File: config.mk
export PLATFORM = sky130hd
export DESIGN_NAME = UProcBoot
export DESIGN_NICKNAME = d
export VERILOG_FILES = /design/src/UProcPkg.sv /design/src/SysControl.sv /design/src/BootImage.sv /design/src/MemController.sv /design/src/MappedRegisters.sv /design/src/UProcBoot.sv
export SDC_FILE = /design/constraint.sdc
export NUM_CORES = 1
export LEC_CHECK = 0
export ABC_AREA = 1
export BUFFER_PORTS_ARGS = -buffer_cell sky130_fd_sc_hd__clkbuf_2
export CORE_ASPECT_RATIO = 0.75
export CORE_UTILIZATION = 57
export DETAILED_ROUTE_END_ITERATION = 8
export PLACE_DENSITY = 0.8
export SETUP_SLACK_MARGIN = 0.2
export SLEW_MARGIN = 20
export SYNTH_ARGS = -nofsm -noshare
export SYNTH_HDL_FRONTEND = slang
export SYNTH_SLANG_ARGS = --single-unit
File: constraint.sdc
create_clock -name i_sysClk -period 3.27 [get_ports i_sysClk]
set_clock_uncertainty 0.1 [all_clocks]
set_input_delay 0.327 -clock i_sysClk [delete_from_list [all_inputs] [get_ports i_sysClk]]
set_output_delay 0.327 -clock i_sysClk [all_outputs]
set_load 0.02 [all_outputs]
File: src/UProcPkg.sv
// Shared widths, SPI command, mapped-register map and control word of the boot subsystem.
package UProcPkg;

	//--------------------------------------------------------------------------
	// Bus widths and storage protocol.
	//--------------------------------------------------------------------------

	// SRAM address and data word width.
	localparam int MEM_W = 16;

	// EEPROM read command, followed by a 16-bit start address.
	localparam logic [7:0] SPI_READ_CMD = 8'h03;

	//--------------------------------------------------------------------------
	// Mapped-register window.
	//--------------------------------------------------------------------------

	// Bit 15 set selects the mapped window instead of SRAM.
	localparam logic [MEM_W-1:0] MAP_BASE      = 16'h8000;
	localparam logic [MEM_W-1:0] MAP_CTRL_ADDR = 16'h8000;
	localparam logic [MEM_W-1:0] MAP_STAT_ADDR = 16'h8001;

	// Status word layout.
	localparam int STAT_BOOTED_BIT = 0;
	localparam int STAT_PAUSED_BIT = 1;
	localparam int STAT_COUNT_LSB  = 8;
	localparam int STAT_COUNT_MSB  = 15;

	// Control word, raw on the bus or split into fields.
	typedef union packed {
		logic [MEM_W-1:0] raw;
		struct packed {
			logic [7:0] tag;
			logic [6:0] rsvd;
			logic       pauseReq;
		} f;
	} ctrlWord_u;

endpackage

File: src/SysControl.sv
// System control: reset and pause-pin synchronizers plus the pause network registers.
`timescale 1ns/1ps

module SysControl (
	input  logic i_sysClk,
	input  logic i_arstN,
	input  logic i_smDoPause,
	input  logic i_pauseReq,
	input  logic i_nowBooted,
	output logic o_rstN,
	output logic o_isPaused
);

	// Reset synchronizer chain.
	logic [1:0] rstSync;
	// Pause pin synchronizer chain.
	logic [1:0] pauseSync;
	// Pause network registers.
	logic       startPause;
	logic       isPaused;

	//--------------------------------------------------------------------------
	// Reset synchronizer.
	//--------------------------------------------------------------------------

	// Assert at once, release after two clocks.
	always_ff @(posedge i_sysClk or negedge i_arstN) begin
		if (!i_arstN) begin
			rstSync <= 2'b00;
		end else begin
			rstSync <= {rstSync[0], 1'b1};
		end
	end

	assign o_rstN = rstSync[1];

	//--------------------------------------------------------------------------
	// Pause pin synchronizer and pause network.
	//--------------------------------------------------------------------------

	always_ff @(posedge i_sysClk or negedge o_rstN) begin
		if (!o_rstN) begin
			pauseSync  <= 2'b00;
			startPause <= 1'b0;
			isPaused   <= 1'b0;
		end else begin
			pauseSync  <= {pauseSync[0], i_smDoPause};
			// Pin or control bit requests a pause.
			startPause <= pauseSync[1] | i_pauseReq;
			// Only a booted chip is formally paused.
			isPaused   <= startPause & i_nowBooted;
		end
	end

	// Drops one cycle after the request goes away.
	assign o_isPaused = isPaused;

endmodule

File: src/BootImage.sv
// Bootloader: SPI master that streams the program image from EEPROM into SRAM.
`timescale 1ns/1ps

module BootImage #(
	parameter int SPI_HALF_DIV = 2
) (
	input  logic                       i_sysClk,
	input  logic                       i_rstN,
	input  logic                       i_spiMISO,
	output logic                       o_spiCLK,
	output logic                       o_spiMOSI,
	output logic                       o_spiCSn,
	output logic [UProcPkg::MEM_W-1:0] o_memAddr,
	output logic [UProcPkg::MEM_W-1:0] o_memDataOut,
	output logic                       o_memEn,
	output logic                       o_nowBooted,
	output logic [7:0]                 o_wordCount
);
	import UProcPkg::*;

	// Divider width, at least one bit.
	localparam int DIV_W = (SPI_HALF_DIV > 1) ? $clog2(SPI_HALF_DIV) : 1;

	// Image start address in EEPROM.
	localparam logic [15:0] IMG_ADDR = 16'h0000;

	// FSM states.
	localparam logic [2:0] ST_IDLE  = 3'd0;
	localparam logic [2:0] ST_CMD   = 3'd1;
	localparam logic [2:0] ST_ADDR  = 3'd2;
	localparam logic [2:0] ST_COUNT = 3'd3;
	localparam logic [2:0] ST_DATA  = 3'd4;
	localparam logic [2:0] ST_DONE  = 3'd5;

	logic [2:0]       state;
	logic [DIV_W-1:0] divCnt;
	logic             sck;
	logic             csN;
	logic [3:0]       bitCnt;
	// Command and address, MSB first.
	logic [23:0]      txSr;
	logic [MEM_W-1:0] rxSr;
	logic [MEM_W-1:0] wordTotal;
	logic [MEM_W-1:0] wordIdx;
	logic [MEM_W-1:0] memAddr;
	logic [MEM_W-1:0] memData;
	logic             memEn;
	logic             booted;

	logic             shifting;
	logic             halfTick;
	logic             riseTick;
	logic             fallTick;
	logic             lastBit;
	logic             fieldDone;
	logic             wordDone;

	//--------------------------------------------------------------------------
	// SCK phase timing.
	//--------------------------------------------------------------------------

	assign shifting  = (state == ST_CMD) || (state == ST_ADDR) ||
	                   (state == ST_COUNT) || (state == ST_DATA);
	assign halfTick  = shifting && (divCnt == DIV_W'(SPI_HALF_DIV - 1));
	// Rising edge samples MISO, falling edge moves MOSI.
	assign riseTick  = halfTick & ~sck;
	assign fallTick  = halfTick & sck;
	// Command is 8 bits, all other fields 16.
	assign lastBit   = (state == ST_CMD) ? (bitCnt == 4'd7) : (bitCnt == 4'd15);
	assign fieldDone = fallTick & lastBit;
	assign wordDone  = fieldDone & (state == ST_DATA);

	//--------------------------------------------------------------------------
	// Sequencer.
	//--------------------------------------------------------------------------

	always_ff @(posedge i_sysClk or negedge i_rstN) begin
		if (!i_rstN) begin
			state     <= ST_IDLE;
			divCnt    <= '0;
			sck       <= 1'b0;
			csN       <= 1'b1;
			bitCnt    <= '0;
			txSr      <= '0;
			wordTotal <= '0;
			wordIdx   <= '0;
			memEn     <= 1'b0;
			booted    <= 1'b0;
		end else begin
			// Single-cycle write strobe per data word.
			memEn <= wordDone;
			if (state == ST_IDLE) begin
				csN   <= 1'b0;
				txSr  <= {SPI_READ_CMD, IMG_ADDR};
				state <= ST_CMD;
			end
			if (shifting) begin
				if (halfTick) begin
					divCnt <= '0;
					sck    <= ~sck;
				end else begin
					divCnt <= divCnt + 1'b1;
				end
			end
			if (fallTick) begin
				txSr   <= {txSr[22:0], 1'b0};
				bitCnt <= lastBit ? 4'd0 : bitCnt + 1'b1;
			end
			if (fieldDone) begin
				case (state)
					ST_CMD:  state <= ST_ADDR;
					ST_ADDR: state <= ST_COUNT;
					ST_COUNT: begin
						wordTotal <= rxSr;
						// Empty image ends at once.
						if (rxSr == '0) begin
							state <= ST_DONE;
							csN   <= 1'b1;
						end else begin
							state <= ST_DATA;
						end
					end
					ST_DATA: begin
						wordIdx <= wordIdx + 1'b1;
						if (wordIdx == wordTotal - 1'b1) begin
							state <= ST_DONE;
							csN   <= 1'b1;
						end
					end
					default: state <= state;
				endcase
			end
			// Set after the last strobe, held until reset.
			if (state == ST_DONE) begin
				booted <= 1'b1;
			end
		end
	end

	// Receive shifter and SRAM write payload.
	always_ff @(posedge i_sysClk) begin
		if (riseTick) begin
			rxSr <= {rxSr[MEM_W-2:0], i_spiMISO};
		end
		if (wordDone) begin
			memAddr <= wordIdx;
			memData <= rxSr;
		end
	end

	assign o_spiCLK     = sck;
	assign o_spiMOSI    = txSr[23];
	assign o_spiCSn     = csN;
	assign o_memAddr    = memAddr;
	assign o_memDataOut = memData;
	assign o_memEn      = memEn;
	assign o_nowBooted  = booted;
	assign o_wordCount  = wordTotal[7:0];

endmodule

File: src/MemController.sv
// SRAM bus arbiter between boot and debug, with mapped window decode and debug ack.
`timescale 1ns/1ps

module MemController (
	input  logic                       i_sysClk,
	input  logic                       i_rstN,
	input  logic [UProcPkg::MEM_W-1:0] i_bootAddr,
	input  logic [UProcPkg::MEM_W-1:0] i_bootData,
	input  logic                       i_bootEn,
	input  logic                       i_dbgEn,
	input  logic                       i_dbgWr,
	input  logic [UProcPkg::MEM_W-1:0] i_dbgAddr,
	input  logic [UProcPkg::MEM_W-1:0] i_dbgWrData,
	input  logic                       i_isBooted,
	input  logic                       i_isPaused,
	input  logic [UProcPkg::MEM_W-1:0] i_mapRdData,
	input  logic [UProcPkg::MEM_W-1:0] i_memDataIn,
	output logic [UProcPkg::MEM_W-1:0] o_dbgRdData,
	output logic                       o_dbgAck,
	output logic                       o_dbgErr,
	output logic [UProcPkg::MEM_W-1:0] o_memAddr,
	output logic [UProcPkg::MEM_W-1:0] o_memDataOut,
	output logic                       o_memWr,
	output logic                       o_memEn,
	output logic                       o_mapAddrSel,
	output logic                       o_mapWrEn,
	output logic [UProcPkg::MEM_W-1:0] o_mapWrData
);
	import UProcPkg::*;

	// Request taken until the host drops i_dbgEn.
	logic             busy;
	// Stage 1 issues the access.
	logic             s1Valid;
	logic             s1Wr;
	logic             s1Map;
	logic             s1Err;
	logic [MEM_W-1:0] s1Addr;
	logic [MEM_W-1:0] s1Data;
	// Stage 2 acks the request.
	logic             ackQ;
	logic             errQ;
	logic             memRdQ;
	logic [MEM_W-1:0] capData;

	logic             reqMap;
	logic             accept;
	logic             dbgMemEn;

	// Requests wait until the boot is complete.
	assign reqMap = |(i_dbgAddr & MAP_BASE);
	assign accept = i_dbgEn & i_isBooted & ~busy;

	//--------------------------------------------------------------------------
	// Debug sequencer.
	//--------------------------------------------------------------------------

	always_ff @(posedge i_sysClk or negedge i_rstN) begin
		if (!i_rstN) begin
			busy    <= 1'b0;
			s1Valid <= 1'b0;
			ackQ    <= 1'b0;
			errQ    <= 1'b0;
			memRdQ  <= 1'b0;
		end else begin
			s1Valid <= accept;
			if (accept) begin
				busy <= 1'b1;
			end else if (!i_dbgEn && !s1Valid) begin
				busy <= 1'b0;
			end
			ackQ   <= s1Valid;
			errQ   <= s1Valid & s1Err;
			// SRAM data arrives in the ack cycle.
			memRdQ <= s1Valid & ~s1Map & ~s1Err & ~s1Wr;
		end
	end

	// Decode and pause check.
	always_ff @(posedge i_sysClk) begin
		if (accept) begin
			s1Wr   <= i_dbgWr;
			s1Map  <= reqMap;
			// SRAM access only while paused.
			s1Err  <= ~reqMap & ~i_isPaused;
			s1Addr <= i_dbgAddr;
			s1Data <= i_dbgWrData;
		end
		// Map read data is zero for writes and errors.
		if (s1Valid) begin
			capData <= (s1Map && !s1Wr) ? i_mapRdData : '0;
		end
	end

	assign dbgMemEn = s1Valid & ~s1Map & ~s1Err;

	//--------------------------------------------------------------------------
	// Bus drive.
	//--------------------------------------------------------------------------

	// Boot owns the SRAM until booted.
	assign o_memAddr    = i_isBooted ? s1Addr : i_bootAddr;
	assign o_memDataOut = i_isBooted ? s1Data : i_bootData;
	assign o_memEn      = i_isBooted ? dbgMemEn : i_bootEn;
	assign o_memWr      = i_isBooted ? (dbgMemEn & s1Wr) : i_bootEn;

	assign o_mapAddrSel = (s1Addr == MAP_STAT_ADDR);
	assign o_mapWrEn    = s1Valid & s1Map & s1Wr & (s1Addr == MAP_CTRL_ADDR);
	assign o_mapWrData  = s1Data;

	assign o_dbgRdData  = memRdQ ? i_memDataIn : capData;
	assign o_dbgAck     = ackQ;
	assign o_dbgErr     = errQ;

endmodule

File: src/MappedRegisters.sv
// Mapped registers: writable control word and read-only status word.
`timescale 1ns/1ps

module MappedRegisters (
	input  logic                       i_sysClk,
	input  logic                       i_rstN,
	input  logic                       i_addrSel,
	input  logic                       i_wrEn,
	input  logic [UProcPkg::MEM_W-1:0] i_wrData,
	input  logic                       i_isBooted,
	input  logic                       i_isPaused,
	input  logic [7:0]                 i_wordCount,
	output logic [UProcPkg::MEM_W-1:0] o_rdData,
	output logic                       o_pauseReq
);
	import UProcPkg::*;

	// Control word, written raw.
	ctrlWord_u        ctrlReg;
	// Status word, built from state.
	logic [MEM_W-1:0] statWord;

	//--------------------------------------------------------------------------
	// Control register.
	//--------------------------------------------------------------------------

	// Select low is control; status is read only.
	always_ff @(posedge i_sysClk or negedge i_rstN) begin
		if (!i_rstN) begin
			ctrlReg.raw <= '0;
		end else if (i_wrEn && !i_addrSel) begin
			ctrlReg.raw <= i_wrData;
		end
	end

	// Pause bit feeds the pause network.
	assign o_pauseReq = ctrlReg.f.pauseReq;

	//--------------------------------------------------------------------------
	// Status register.
	//--------------------------------------------------------------------------

	always_comb begin
		statWord                                = '0;
		statWord[STAT_BOOTED_BIT]               = i_isBooted;
		statWord[STAT_PAUSED_BIT]               = i_isPaused;
		// Low byte of the image size.
		statWord[STAT_COUNT_MSB:STAT_COUNT_LSB] = i_wordCount;
	end

	// Read mux.
	assign o_rdData = i_addrSel ? statWord : ctrlReg.raw;

endmodule

File: src/UProcBoot.sv
// Top level of the boot subsystem: bootloader, memory controller, mapped registers, pause.
`timescale 1ns/1ps

module UProcBoot #(
	parameter int SPI_HALF_DIV = 2
) (
	// SPI EEPROM.
	input  logic                       i_spiMISO,
	output logic                       o_spiCLK,
	output logic                       o_spiMOSI,
	output logic                       o_spiCSn,
	// Runtime SRAM.
	output logic [UProcPkg::MEM_W-1:0] o_memAddr,
	output logic [UProcPkg::MEM_W-1:0] o_memDataOut,
	input  logic [UProcPkg::MEM_W-1:0] i_memDataIn,
	output logic                       o_memWr,
	output logic                       o_memEn,
	// Debug port.
	input  logic                       i_dbgEn,
	input  logic                       i_dbgWr,
	input  logic [UProcPkg::MEM_W-1:0] i_dbgAddr,
	input  logic [UProcPkg::MEM_W-1:0] i_dbgWrData,
	output logic [UProcPkg::MEM_W-1:0] o_dbgRdData,
	output logic                       o_dbgAck,
	output logic                       o_dbgErr,
	// State pins.
	input  logic                       i_smDoPause,
	output logic                       o_smIsBooted,
	output logic                       o_smIsPaused,
	// System.
	input  logic                       i_sysClk,
	input  logic                       i_arstN
);
	import UProcPkg::*;

	//--------------------------------------------------------------------------
	// Internal nets.
	//--------------------------------------------------------------------------

	logic             sysRstN;
	logic             nowBooted;
	logic             isPaused;
	logic             pauseReq;
	logic [7:0]       wordCount;
	// Boot write bus.
	logic [MEM_W-1:0] bootMemAddr;
	logic [MEM_W-1:0] bootMemData;
	logic             bootMemEn;
	// Mapped register bus.
	logic             mapAddrSel;
	logic             mapWrEn;
	logic [MEM_W-1:0] mapWrData;
	logic [MEM_W-1:0] mapRdData;

	//--------------------------------------------------------------------------
	// Blocks.
	//--------------------------------------------------------------------------

	// Reset, pause pin and pause network.
	SysControl SYS_CTRL (
		.i_sysClk(i_sysClk),
		.i_arstN(i_arstN),
		.i_smDoPause(i_smDoPause),
		.i_pauseReq(pauseReq),
		.i_nowBooted(nowBooted),
		.o_rstN(sysRstN),
		.o_isPaused(isPaused)
	);

	// Image copy from EEPROM.
	BootImage #(
		.SPI_HALF_DIV(SPI_HALF_DIV)
	) BOOT_IMAGE (
		.i_sysClk(i_sysClk),
		.i_rstN(sysRstN),
		.i_spiMISO(i_spiMISO),
		.o_spiCLK(o_spiCLK),
		.o_spiMOSI(o_spiMOSI),
		.o_spiCSn(o_spiCSn),
		.o_memAddr(bootMemAddr),
		.o_memDataOut(bootMemData),
		.o_memEn(bootMemEn),
		.o_nowBooted(nowBooted),
		.o_wordCount(wordCount)
	);

	// SRAM arbitration and debug access.
	MemController MEM_CTRL (
		.i_sysClk(i_sysClk),
		.i_rstN(sysRstN),
		.i_bootAddr(bootMemAddr),
		.i_bootData(bootMemData),
		.i_bootEn(bootMemEn),
		.i_dbgEn(i_dbgEn),
		.i_dbgWr(i_dbgWr),
		.i_dbgAddr(i_dbgAddr),
		.i_dbgWrData(i_dbgWrData),
		.i_isBooted(nowBooted),
		.i_isPaused(isPaused),
		.i_mapRdData(mapRdData),
		.i_memDataIn(i_memDataIn),
		.o_dbgRdData(o_dbgRdData),
		.o_dbgAck(o_dbgAck),
		.o_dbgErr(o_dbgErr),
		.o_memAddr(o_memAddr),
		.o_memDataOut(o_memDataOut),
		.o_memWr(o_memWr),
		.o_memEn(o_memEn),
		.o_mapAddrSel(mapAddrSel),
		.o_mapWrEn(mapWrEn),
		.o_mapWrData(mapWrData)
	);

	// Control and status words.
	MappedRegisters MAPPED_REGS (
		.i_sysClk(i_sysClk),
		.i_rstN(sysRstN),
		.i_addrSel(mapAddrSel),
		.i_wrEn(mapWrEn),
		.i_wrData(mapWrData),
		.i_isBooted(nowBooted),
		.i_isPaused(isPaused),
		.i_wordCount(wordCount),
		.o_rdData(mapRdData),
		.o_pauseReq(pauseReq)
	);

	// State indicator pins.
	assign o_smIsBooted = nowBooted;
	assign o_smIsPaused = isPaused;

endmodule

==> results of run 1 <==
==> cell families after synthesis <==
family / Yosys count / synth area share (%)
adder cells (fa/ha/maj): 3 / 0.4910
flip-flops: 177 / 64.36
AO/OA/AOI/OAI: 107 / 7.249
multiplexers: 19 / 2.798
buffers and inverters: 116 / 5.842
other: 1 / 0.04904
XOR/XNOR: 26 / 3.338
AND/OR/NAND/NOR: 283 / 15.87
==> power groups by stage <==
stage	registers, mW	clock network (mW)	logic (mW)
after floorplan	2.41	0	0.00140
after global placement	2.41	0	0.0312
after detailed placement	2.41	0	0.0334
after CTS	2.37	1.98	0.0672
after global routing	2.36	2.08	0.0870
final	2.36	1.96	0.0791
==> how the worst max path moves through the flow <==
stage	startpoint	to	depth (start not counted)
after floorplan	BOOT_IMAGE.o_nowBooted$_DFFE_PN0N_	MEM_CTRL.o_mapWrData[0]$_DFFE_PP_	4
after global routing	BOOT_IMAGE.state[1]$_DFFE_PN0P_	BOOT_IMAGE.wordTotal[6]$_DFFE_PN0P_	7
after detailed placement	BOOT_IMAGE.state[0]$_DFFE_PN0P_	BOOT_IMAGE.wordIdx[3]$_DFFE_PN0P_	10
after CTS	BOOT_IMAGE.state[0]$_DFFE_PN0P_	BOOT_IMAGE.wordIdx[3]$_DFFE_PN0P_	10
after global placement	BOOT_IMAGE.state[2]$_DFFE_PN0P_	BOOT_IMAGE.wordTotal[10]$_DFFE_PN0P_	7
final	BOOT_IMAGE.state[2]$_DFFE_PN0P_	BOOT_IMAGE.wordTotal[6]$_DFFE_PN0P_	7
==> routing by layer <==
layer	track usage (%)	vias up	part of all wire, %
met1	36.88	2698	45
met2	40.31	285	46
met4	8.384	0	1.3
met5	0	-	0
li1	-	2733	-
met3	5.605	24	7.8
==> worst reg2reg max path: stages, from the launching register on <==
cell                      delay [ps]
sky130_fd_sc_hd__dfrtp_1         400
sky130_fd_sc_hd__inv_1           140
sky130_fd_sc_hd__nand3_1         160
sky130_fd_sc_hd__nand3_2         170
sky130_fd_sc_hd__nand3_4         180
sky130_fd_sc_hd__nor2_4          210
sky130_fd_sc_hd__nand2_1         550
sky130_fd_sc_hd__mux2_2          510
==> state kept, by name, indices dropped and copies added, names as in the netlist, 2 cells and up <==
name and flops:
BOOT_IMAGE.o_memAddr 16, BOOT_IMAGE.state 3, BOOT_IMAGE.bitCnt 4, MEM_CTRL.capData 16
BOOT_IMAGE.rxSr 16, MEM_CTRL.s1Addr 16, BOOT_IMAGE.o_memDataOut 16, MEM_CTRL.o_mapWrData 16
BOOT_IMAGE.wordTotal 16, SYS_CTRL.rstSync 2, BOOT_IMAGE.wordIdx 16, BOOT_IMAGE.txSr 8
MAPPED_REGS.ctrlReg 16, SYS_CTRL.pauseSync 2
==> layout make-up <==
class | instances | area, um2
Sequential cell | 177 | 4925
Clock inverter | 11 | 110.1
Multi-Input combinational cell | 439 | 2290
Fill cell | 899 | 3665
Timing Repair Buffer | 154 | 993.5
Inverter | 96 | 360.3
Tap cell | 171 | 214.0
Clock buffer | 21 | 460.4
==> cell usage in the layout, fill, tap and decap left out, drive strengths merged <==
master,count
edfxtp,98
o21ai,77
dfrtp,78
nor2,60
o22ai,5
nor4,8
o211ai,1
nand4,8
dfstp,1
mux2,19
or2,1
inv,96
bufinv,2
ha,3
clkbuf,131
nand2,168
conb,1
nand3,26
dlygate4sd3,35
nor3,9
o21bai,2
clkinv,8
o31ai,2
nand3b,3
buf,9
xor2,10
a21oi,20
xnor2,14
clkinvlp,1
xnor3,2
==> through the flow <==
step / area [um2] / hold slack (ps) / power [mW] / worst slack [ps] / cells
floorplan: 7651 / -68.59 / 2.409 / 306.8 / 732
global placement: 8412 / 12.37 / 2.444 / 971.6 / 1001
detailed placement: 8412 / 15.31 / 2.447 / 772.6 / 1001
CTS: 9333 / 7.307 / 4.415 / 756.8 / 1068
global route: 9353 / 1.593 / 4.528 / 524.8 / 1069
finish: 9353 / 30.13 / 4.395 / 727.4 / 1069
==> repair_timing <==
action | CTS | global route
hold buffers | 35 | 0
setup buffers | 0 | 0
endpoints found under the hold margin | 36 | 0
==> metrics.json, run 1 <==
{
  "run_status": {"value": "complete, no violations"},
  "worst_path_max_delay_cell": {"value": "sky130_fd_sc_hd__nand2_1"},
  "final_nets": {"value": 942},
  "post-route-util": {"value": 71.85, "unit": "%"},
  "yosys_register_bits": {"value": 177},
  "share_of_final_layout_standard_cells_stronger_than_drive_strength_1": {"value": 19.49, "unit": "%"},
  "worst_hold_path.num_cells": {"value": 1},
  "period_needed": {"value": 2543, "unit": "ps"},
  "timing.reg2reg.worst_path_depth": {"value": 7},
  "irDropWorstVdd": {"value": 0.4502, "unit": "mV"},
  "number_of_enable_type_register_cells_in_the_synthesized_netlist": {"value": 98},
  "p_int": {"value": 3.556, "unit": "mW"},
  "min_delay_worst_endpoint": {"value": "MEM_CTRL.s1Addr[15]$_DFFE_PP_"},
  "leakage": {"value": 4.244, "unit": "nW"},
  "grt.total_usage": {"value": 25.97, "unit": "%"},
  "antenna_found_initial": {"value": 0},
  "synth_top_cell_by_area": {"value": "sky130_fd_sc_hd__edfxtp_1"},
  "global_route_wire_length_before_repair": {"value": 26520, "unit": "um"},
  "grt_max_degree": {"value": 78},
  "final_max_slew_viols": {"value": 0},
  "synthesis.nets": {"value": 789},
  "synth_warnings": {"value": 0},
  "placementRows": {"value": 36},
  "clock_net_sink_count": {"value": 177},
  "timing.setup.critical_path_class": {"value": "register to register"},
  "cp.arrival": {"value": 2750, "unit": "ps"},
  "final_min_period_over_clock_period": {"value": 77.76, "unit": "%"},
  "clock_insertion_delay_worst_skew": {"value": 430, "unit": "ps"},
  "cts_max_path_buffers": {"value": 2},
  "grt_pass1_vias": {"value": 5222},
  "finalWeightedCongestion": {"value": 0.9020},
  "drtIter0Drc": {"value": 506},
  "path_max_fanout": {"value": 32},
  "worstHoldPathType": {"value": "primary input to register"},
  "crit_buf_inv": {"value": 1},
  "place.port_buffers": {"value": 110},
  "netlist_area_before_placement": {"value": 0.007646, "unit": "mm2"},
  "report.final.hold_viol_count": {"value": 0},
  "maxCapViolations": {"value": 0},
  "pwr-share-seq": {"value": 53.7, "unit": "%"},
  "comb_power_share": {"value": 1.8, "unit": "%"},
  "avgRoutedWirePerCell": {"value": 16.22, "unit": "um"},
  "worstSetupEndpointType": {"value": "register"},
  "most_area_consuming_cells_after_synthesis": {"value": "sky130_fd_sc_hd__edfxtp_1, sky130_fd_sc_hd__dfrtp_1, sky130_fd_sc_hd__nand2_1, sky130_fd_sc_hd__o21ai_0, sky130_fd_sc_hd__inv_1"},
  "synth_cells": {"value": 732},
  "syn_area_per_cell": {"value": 10.45, "unit": "um2"},
  "cts-htree-levels": {"value": 4},
  "endpoint_of_the_worst_register_to_register_path": {"value": "BOOT_IMAGE.wordTotal[6]$_DFFE_PN0P_"},
  "gr-total-overflow": {"value": 0},
  "setup_viol": {"value": 0},
  "detail_route.vias_per_cell": {"value": 5.370},
  "critical_path.startpoint_type": {"value": "register"},
  "netSwitchingFraction": {"value": 19.09, "unit": "%"},
  "die-height": {"value": 102.3, "unit": "um"},
  "netSwitchingPower": {"value": 0.8391, "unit": "mW"},
  "num_antenna_cells": {"value": 0},
  "dp_hpwl": {"value": 11950, "unit": "um"},
  "rsz_0062_raised_after_global_routing": {"value": "false"},
  "tritoncts": {"value": "done"},
  "critical_path.top_delay_family": {"value": "simple AND/OR/NAND/NOR gates"},
  "synthMostInstantiatedCell": {"value": "sky130_fd_sc_hd__nand2_1"},
  "area.growth.synth_to_final": {"value": 22.32, "unit": "%"},
  "path_clk_slew": {"value": 60, "unit": "ps"},
  "clock.fmax": {"value": 393.3, "unit": "MHz"},
  "floorplan.initialDensity": {"value": 58.74, "unit": "%"},
  "drt_first_pass_iters": {"value": 6},
  "floorplan.die_area": {"value": 0.01389, "unit": "mm2"},
  "ys_async_sr_fraction": {"value": 44.63, "unit": "%"},
  "totalWireLength": {"value": 17340, "unit": "um"},
  "worst_path_largest_cell_delay": {"value": 550, "unit": "ps"},
  "r2r_slack": {"value": 730, "unit": "ps"},
  "register_area_share_after_synthesis": {"value": 64.36, "unit": "%"},
  "synthTopCellsByCount": {"value": "sky130_fd_sc_hd__nand2_1, sky130_fd_sc_hd__edfxtp_1, sky130_fd_sc_hd__inv_1"},
  "dominantRegCellSynth": {"value": "sky130_fd_sc_hd__edfxtp_1"},
  "die_w": {"value": 135.7, "unit": "um"},
  "power_frac_clock": {"value": 44.5, "unit": "%"},
  "slew_headroom": {"value": 38.05, "unit": "%"},
  "core_area": {"value": 0.01302, "unit": "mm2"},
  "num_vias": {"value": 5740},
  "cts_root_buf": {"value": "sky130_fd_sc_hd__clkbuf_16"},
  "cts-buffers-inserted": {"value": 17},
  "route.detailed.drc": {"value": 0},
  "required": {"value": 3480, "unit": "ps"},
  "setup_tns": {"value": 0, "unit": "ps"},
  "synthDistinctLibCells": {"value": 35},
  "crit_chain": {"value": "inv_1 > nand3_1 > nand3_2 > nand3_4 > nor2_4 > nand2_1 > mux2_2"},
  "io_pins": {"value": 111},
  "hold_start": {"value": "i_dbgAddr[15]"},
  "cts_resized": {"value": 0},
  "power-per-cell-area": {"value": 469.9, "unit": "mW/mm2"},
  "critical_path.reg2reg.startpoint": {"value": "BOOT_IMAGE.state[2]$_DFFE_PN0P_"},
  "worst_slew_pin_slew": {"value": 927.0, "unit": "ps"},
  "post-synth-top-area-fraction": {"value": 38.49, "unit": "%"},
  "detail-route-antenna-nets": {"value": 0}
}
(Power assumes the default switching activity.)
==> inputs of run 2 (changes only) <==
==> constraint.sdc (replaced) <==
create_clock -name i_sysClk -period 2.39 [get_ports i_sysClk]
set_clock_uncertainty 0.1 [all_clocks]
set_input_delay 0.239 -clock i_sysClk [delete_from_list [all_inputs] [get_ports i_sysClk]]
set_output_delay 0.239 -clock i_sysClk [all_outputs]
set_load 0.02 [all_outputs]
==> metrics.json, run 2 (same netlist as run 1, synthesis figures left out) <==
{
  "crit_buf_inv": {"value": 3},
  "final_common_cell": {"value": "sky130_fd_sc_hd__nand2_1"},
  "cts_root_buf": {"value": "sky130_fd_sc_hd__clkbuf_16"},
  "slew_headroom": {"value": 48.64, "unit": "%"},
  "avgRoutedWirePerCell": {"value": 16.41, "unit": "um"},
  "clock_net_sink_count": {"value": 177},
  "grt_max_degree": {"value": 60},
  "totalWireLength": {"value": 17790, "unit": "um"},
  "layout.cells.non_filler": {"value": 1084},
  "layout_setup_ws": {"value": 282.5, "unit": "ps"},
  "num_antenna_cells": {"value": 0},
  "report.final.hold_viol_count": {"value": 0},
  "post-route-util": {"value": 73.25, "unit": "%"},
  "detail_route.vias_per_cell": {"value": 5.390},
  "worst_slew_pin_slew": {"value": 770.4, "unit": "ps"},
  "global_route_wire_length_before_repair": {"value": 27660, "unit": "um"},
  "final_min_period_over_clock_period": {"value": 88.18, "unit": "%"},
  "worstSetupPathDepth": {"value": 4},
  "worstHoldPathType": {"value": "primary input to asynchronous set/reset pin"},
  "p_int": {"value": 4.850, "unit": "mW"},
  "antenna_found_initial": {"value": 0},
  "timing.reg2reg.worst_path_depth": {"value": 7},
  "worst_path_largest_cell_delay": {"value": 470, "unit": "ps"},
  "nFillCells": {"value": 828},
  "clock.fmax": {"value": 474.5, "unit": "MHz"},
  "drt_first_pass_iters": {"value": 5},
  "tritoncts": {"value": "done"},
  "irDropWorstVdd": {"value": 0.5815, "unit": "mV"},
  "endpoint_of_the_worst_register_to_register_path": {"value": "BOOT_IMAGE.wordIdx[9]$_DFFE_PN0P_"},
  "critical_path.top_delay_family": {"value": "buffers and inverters"},
  "grt.total_usage": {"value": 27.14, "unit": "%"},
  "crit_start": {"value": "BOOT_IMAGE.o_nowBooted$_DFFE_PN0N_"},
  "crit_chain": {"value": "inv_4 > buf_12 > o21ai_0 > clkbuf_2"},
  "globalRouteMet2Util": {"value": 43.72, "unit": "%"},
  "pwr-share-seq": {"value": 53.7, "unit": "%"},
  "postLayoutCellArea": {"value": 0.009535, "unit": "mm2"},
  "final_nets": {"value": 957},
  "required": {"value": 2050, "unit": "ps"},
  "num_vias": {"value": 5843},
  "critical_path.endpoint": {"value": "o_memDataOut[6]"},
  "globalRoute.busiestLayer": {"value": "met2"},
  "path_clk_slew": {"value": 60, "unit": "ps"},
  "r2r_slack": {"value": 280, "unit": "ps"},
  "power-per-cell-area": {"value": 631.7, "unit": "mW/mm2"},
  "cts-htree-levels": {"value": 4},
  "worst_path_max_delay_cell": {"value": "sky130_fd_sc_hd__dfrtp_2"},
  "grt_pass1_vias": {"value": 5451},
  "dp_hpwl": {"value": 11760, "unit": "um"},
  "cts-buffers-inserted": {"value": 17},
  "final_max_slew_viols": {"value": 0},
  "postPlaceCellArea": {"value": 0.008479, "unit": "mm2"},
  "cts_max_path_buffers": {"value": 2},
  "period_needed": {"value": 2107, "unit": "ps"},
  "core_area": {"value": 0.01302, "unit": "mm2"},
  "drtIter0Drc": {"value": 548},
  "critical_path.reg2reg.startpoint": {"value": "BOOT_IMAGE.wordIdx[2]$_DFFE_PN0P_"},
  "run_status": {"value": "complete, no violations"},
  "post-place-ws": {"value": 216.1, "unit": "ps"},
  "dp.cells": {"value": 1008},
  "timing.setup.critical_path_class": {"value": "register to primary output"},
  "place.port_buffers": {"value": 110},
  "floorplan.die_area": {"value": 0.01389, "unit": "mm2"},
  "detail-route-antenna-nets": {"value": 0},
  "maxCapViolations": {"value": 0},
  "route.detailed.drc": {"value": 0},
  "io_pins": {"value": 111},
  "power_frac_clock": {"value": 44.6, "unit": "%"},
  "area.growth.synth_to_final": {"value": 24.71, "unit": "%"},
  "mostFrequentLayoutCells": {"value": "sky130_fd_sc_hd__nand2_1, sky130_fd_sc_hd__clkbuf_2, sky130_fd_sc_hd__edfxtp_1"},
  "met3_usage": {"value": 6.548, "unit": "%"},
  "floorplan.initialDensity": {"value": 58.74, "unit": "%"},
  "die_w": {"value": 135.7, "unit": "um"},
  "grt.met1_usage": {"value": 35.74, "unit": "%"},
  "finalWeightedCongestion": {"value": 0.9392},
  "clock_insertion_delay_worst_skew": {"value": 440, "unit": "ps"},
  "rsz_0062_raised_after_global_routing": {"value": "false"},
  "netSwitchingPower": {"value": 1.174, "unit": "mW"},
  "critical_path.startpoint_type": {"value": "register"},
  "setup_viol": {"value": 0},
  "gr-total-overflow": {"value": 0},
  "leakage": {"value": 4.321, "unit": "nW"},
  "netSwitchingFraction": {"value": 19.48, "unit": "%"},
  "comb_power_share": {"value": 1.7, "unit": "%"},
  "cp.arrival": {"value": 1770, "unit": "ps"},
  "share_of_final_layout_standard_cells_stronger_than_drive_strength_1": {"value": 22.02, "unit": "%"},
  "die-height": {"value": 102.3, "unit": "um"},
  "worstSetupEndpointType": {"value": "primary output"},
  "placementRows": {"value": 36},
  "setup_tns": {"value": 0, "unit": "ps"},
  "path_max_fanout": {"value": 35}
}
## run 2: worst min path at each step
stage                                    endpoint  depth (start not counted)  slack [ps]     from
floorplan           SYS_CTRL.rstSync[0]$_DFF_PN0_                          0        -160  i_arstN
global placement    SYS_CTRL.rstSync[0]$_DFF_PN0_                          1         -70  i_arstN
detailed placement  SYS_CTRL.rstSync[0]$_DFF_PN0_                          1         -70  i_arstN
CTS                 SYS_CTRL.rstSync[1]$_DFF_PN0_                          2          10  i_arstN
global route        SYS_CTRL.rstSync[1]$_DFF_PN0_                          2          10  i_arstN
finish              SYS_CTRL.rstSync[1]$_DFF_PN0_                          2          20  i_arstN
## run 2: cell type report
class | instances | area [um2] | area share [%]
clock buffer | 23 | 457.9 | 4.803
clock inverter | 9 | 107.6 | 1.128
inverter | 96 | 369.1 | 3.871
multi-input combinational | 439 | 2333 | 24.47
sequential | 177 | 4926 | 51.66
tap | 171 | 214.0 | 2.244
timing repair buffer | 169 | 1127 | 11.82
## run 2: power groups by stage
stage               clock network (mW)  logic (mW)  registers [mW]
floorplan                            0     0.00226            3.29
global placement                     0      0.0508            3.30
detailed placement                   0      0.0544            3.30
CTS                               2.71       0.103            3.23
global route                      2.83       0.113            3.24
finish                            2.69       0.104            3.23
## run 2: layer usage
metal | up-vias | wire (um)
met5 | - | 0
met4 | 0 | 367
met3 | 34 | 1370
met2 | 263 | 8461
met1 | 2776 | 7591
li1 | 2770 | -
## run 2: timing repair
| action | in CTS | in global routing |
|---|---|---|
| hold buffers | 37 | 0 |
| buffers inserted | 1 | 6 |
| pin swaps | 0 | 1 |
| resized for setup | 2 | 17 |
| cloned | 0 | 0 |
| setup endpoints to repair | 19 | 69 |
| hold endpoints to repair | 39 | 0 |
## run 2: worst register-to-register path, cell delays in order, from the launching register on
cell and delay [ps]:
sky130_fd_sc_hd__dfrtp_1 380, sky130_fd_sc_hd__inv_1 120, sky130_fd_sc_hd__nor4_1 650, sky130_fd_sc_hd__inv_1 240
sky130_fd_sc_hd__nor2_8 170, sky130_fd_sc_hd__nand3_2 100, sky130_fd_sc_hd__o21ai_1 160, sky130_fd_sc_hd__nand2_1 70
## run 2: per-stage QoR
step	power (mW)	hold WS [ps]
final	6.023	22.37
after global routing	6.174	14.79
after CTS	6.048	10.96
after detailed placement	3.351	-71.78
after global placement	3.346	-74.02
after floorplan	3.296	-156.6
==> inputs of run 3 (changes only) <==
--- a/config.mk
+++ b/config.mk
@@ -10,6 +10,7 @@
 export CORE_ASPECT_RATIO = 0.75
 export CORE_UTILIZATION = 57
 export DETAILED_ROUTE_END_ITERATION = 8
+export MAX_ROUTING_LAYER = met4
 export PLACE_DENSITY = 0.8
 export SETUP_SLACK_MARGIN = 0.2
 export SLEW_MARGIN = 20
==> constraint.sdc (replaced) <==
create_clock -name i_sysClk -period 2.39 [get_ports i_sysClk]
set_clock_uncertainty 0.1 [all_clocks]
set_input_delay 0.239 -clock i_sysClk [delete_from_list [all_inputs] [get_ports i_sysClk]]
set_output_delay 0.239 -clock i_sysClk [all_outputs]
set_load 0.1 [all_outputs]
==> metrics.json, run 3 (same netlist as run 1, synthesis figures left out) <==
{
  "setup_tns": {"value": 0, "unit": "ps"},
  "core_area": {"value": 0.01302, "unit": "mm2"},
  "drtIter0Drc": {"value": 627},
  "area.growth.synth_to_final": {"value": 35.04, "unit": "%"},
  "worstHoldPathType": {"value": "primary input to asynchronous set/reset pin"},
  "run_status": {"value": "complete, no violations"},
  "clock.fmax": {"value": 448.3, "unit": "MHz"},
  "totalWireLength": {"value": 21770, "unit": "um"},
  "detail_route.vias_per_cell": {"value": 5.769},
  "final_min_period_over_clock_period": {"value": 93.32, "unit": "%"},
  "die-height": {"value": 102.3, "unit": "um"},
  "post-place-ws": {"value": 130.9, "unit": "ps"},
  "tritoncts": {"value": "done"},
  "required": {"value": 2050, "unit": "ps"},
  "share_of_final_layout_standard_cells_stronger_than_drive_strength_1": {"value": 25.87, "unit": "%"},
  "finalWeightedCongestion": {"value": 0.8972},
  "irDropWorstVdd": {"value": 0.5898, "unit": "mV"},
  "slew_headroom": {"value": 40.42, "unit": "%"},
  "gr-total-overflow": {"value": 0},
  "report.final.hold_viol_count": {"value": 0},
  "setup_viol": {"value": 0},
  "cts_root_buf": {"value": "sky130_fd_sc_hd__clkbuf_16"},
  "grt_pass1_vias": {"value": 5981},
  "grt_max_degree": {"value": 68},
  "clock_insertion_delay_worst_skew": {"value": 450, "unit": "ps"},
  "rsz_0062_raised_after_global_routing": {"value": "true"},
  "route.detailed.drc": {"value": 0},
  "cp.arrival": {"value": 1890, "unit": "ps"},
  "final_max_slew_viols": {"value": 0},
  "io_pins": {"value": 111},
  "avgRoutedWirePerCell": {"value": 20.01, "unit": "um"},
  "layout_setup_ws": {"value": 159.5, "unit": "ps"},
  "cts-buffers-inserted": {"value": 17},
  "detail-route-antenna-nets": {"value": 0},
  "final_nets": {"value": 960},
  "power-per-cell-area": {"value": 597.3, "unit": "mW/mm2"},
  "final_common_cell": {"value": "sky130_fd_sc_hd__nand2_1"},
  "critical_path.startpoint_type": {"value": "register"},
  "timing.setup.critical_path_class": {"value": "register to primary output"},
  "leakage": {"value": 4.589, "unit": "nW"},
  "path_max_fanout": {"value": 21},
  "nFillCells": {"value": 708},
  "grt.total_usage": {"value": 33.65, "unit": "%"},
  "floorplan.initialDensity": {"value": 58.74, "unit": "%"},
  "antenna_found_initial": {"value": 1},
  "postPlaceCellArea": {"value": 0.009156, "unit": "mm2"},
  "num_vias": {"value": 6277},
  "cts-htree-levels": {"value": 4},
  "place.port_buffers": {"value": 110},
  "global_route_wire_length_before_repair": {"value": 32440, "unit": "um"},
  "maxCapViolations": {"value": 0},
  "clock_net_sink_count": {"value": 177},
  "die_w": {"value": 135.7, "unit": "um"},
  "drt_first_pass_iters": {"value": 7},
  "period_needed": {"value": 2230, "unit": "ps"},
  "cts_max_path_buffers": {"value": 2},
  "mostFrequentLayoutCells": {"value": "sky130_fd_sc_hd__nand2_1, sky130_fd_sc_hd__edfxtp_1, sky130_fd_sc_hd__inv_1"},
  "placementRows": {"value": 36},
  "postLayoutCellArea": {"value": 0.01032, "unit": "mm2"},
  "worstSetupEndpointType": {"value": "primary output"},
  "floorplan.die_area": {"value": 0.01389, "unit": "mm2"},
  "worst_slew_pin_slew": {"value": 893.8, "unit": "ps"},
  "path_clk_slew": {"value": 80, "unit": "ps"},
  "dp_hpwl": {"value": 13250, "unit": "um"}
}
[run 3: changes by cell type in the layout (fill, tap and decap cells not counted), sizes merged]
cell      delta
buf         +33
bufbuf       +1
clkbuf      -30
clkinv       +1
clkinvlp     -1
diode        +1
inv          -1
[run 3: path summary, 6_finish.rpt]
| check | startpoint | endpoint | slack [ps] | depth (start not counted) |
|---|---|---|---|---|
| min in group i_sysClk | SYS_CTRL.pauseSync[0]$_DFF_PN0_ | SYS_CTRL.pauseSync[1]$_DFF_PN0_ | 250 | 0 |
| max reg2reg | MEM_CTRL.s1Addr[5]$_DFFE_PP_ | MEM_CTRL.capData[12]$_SDFFCE_PN0P_ | 200 | 8 |
| min reg2reg | SYS_CTRL.pauseSync[0]$_DFF_PN0_ | SYS_CTRL.pauseSync[1]$_DFF_PN0_ | 250 | 0 |
| max in group asynchronous | SYS_CTRL.rstSync[1]$_DFF_PN0_ | MEM_CTRL.memRdQ$_DFF_PN0_ | 1140 | 1 |
| max | BOOT_IMAGE.o_nowBooted$_DFFE_PN0N_ | o_memAddr[10] | 160 | 5 |
| min | i_arstN | SYS_CTRL.rstSync[1]$_DFF_PN0_ | 10 | 2 |
[run 3: metrics by stage]
step	utilization, %	hold WS, ps	total power [mW]	instances
2_1_floorplan	-	-156.6	3.296	732
4_1_cts	78.77	4.959	6.131	1084
3_5_place_dp	70.34	-73.90	3.351	1008
6_report	79.32	12.04	6.167	1088
5_1_grt	79.32	24.13	6.288	1088
3_3_place_gp	70.34	-76.13	3.347	1008
[run 3: layout make-up]
| type | count | area [um2] | share of cell area [%] |
|---|---|---|---|
| sequential | 177 | 4931 | 47.76 |
| multi-input combinational | 439 | 2641 | 25.58 |
| timing repair buffer | 172 | 1569 | 15.20 |
| clock buffer | 24 | 483.0 | 4.678 |
| inverter | 96 | 381.6 | 3.696 |
| tap | 171 | 214.0 | 2.072 |
| clock inverter | 8 | 102.6 | 0.9937 |
| antenna | 1 | 2.502 | 0.02424 |
[run 3: power by group]
part	leakage (nW)	internal (mW)	total, mW	switching, mW
logic	2.39	0.0726	0.106	0.0333
registers	1.91	3.21	3.23	0.0226
clock network	0.283	1.64	2.83	1.19
[run 3: timing repair]
| item | 4_1_cts | 5_1_grt |
|---|---|---|
| pin swaps | 1 | 1 |
| hold endpoints to repair | 39 | 0 |
| hold buffers | 37 | 0 |
| cloned | 1 | 0 |
| endpoints found under the setup margin | 75 | 58 |
| buffers inserted | 6 | 3 |
| gates resized for setup | 15 | 14 |
[run 3: worst max-delay path, stage by stage, from the launching register on]
cell and delay (ps):
sky130_fd_sc_hd__dfrtp_4 520, sky130_fd_sc_hd__clkinv_8 110, sky130_fd_sc_hd__buf_6 300, sky130_fd_sc_hd__nand2_1 180
sky130_fd_sc_hd__o21ai_4 120, sky130_fd_sc_hd__buf_12 190
[run 3: per-layer routing]
layer | vias up | track usage (%) | share of wire (%)
met4 | 0 | 15.47 | 3.6
met5 | - | - | 0
met3 | 83 | 9.375 | 8.9
li1 | 2777 | - | -
met2 | 396 | 50.47 | 47
met1 | 3021 | 42.76 | 40
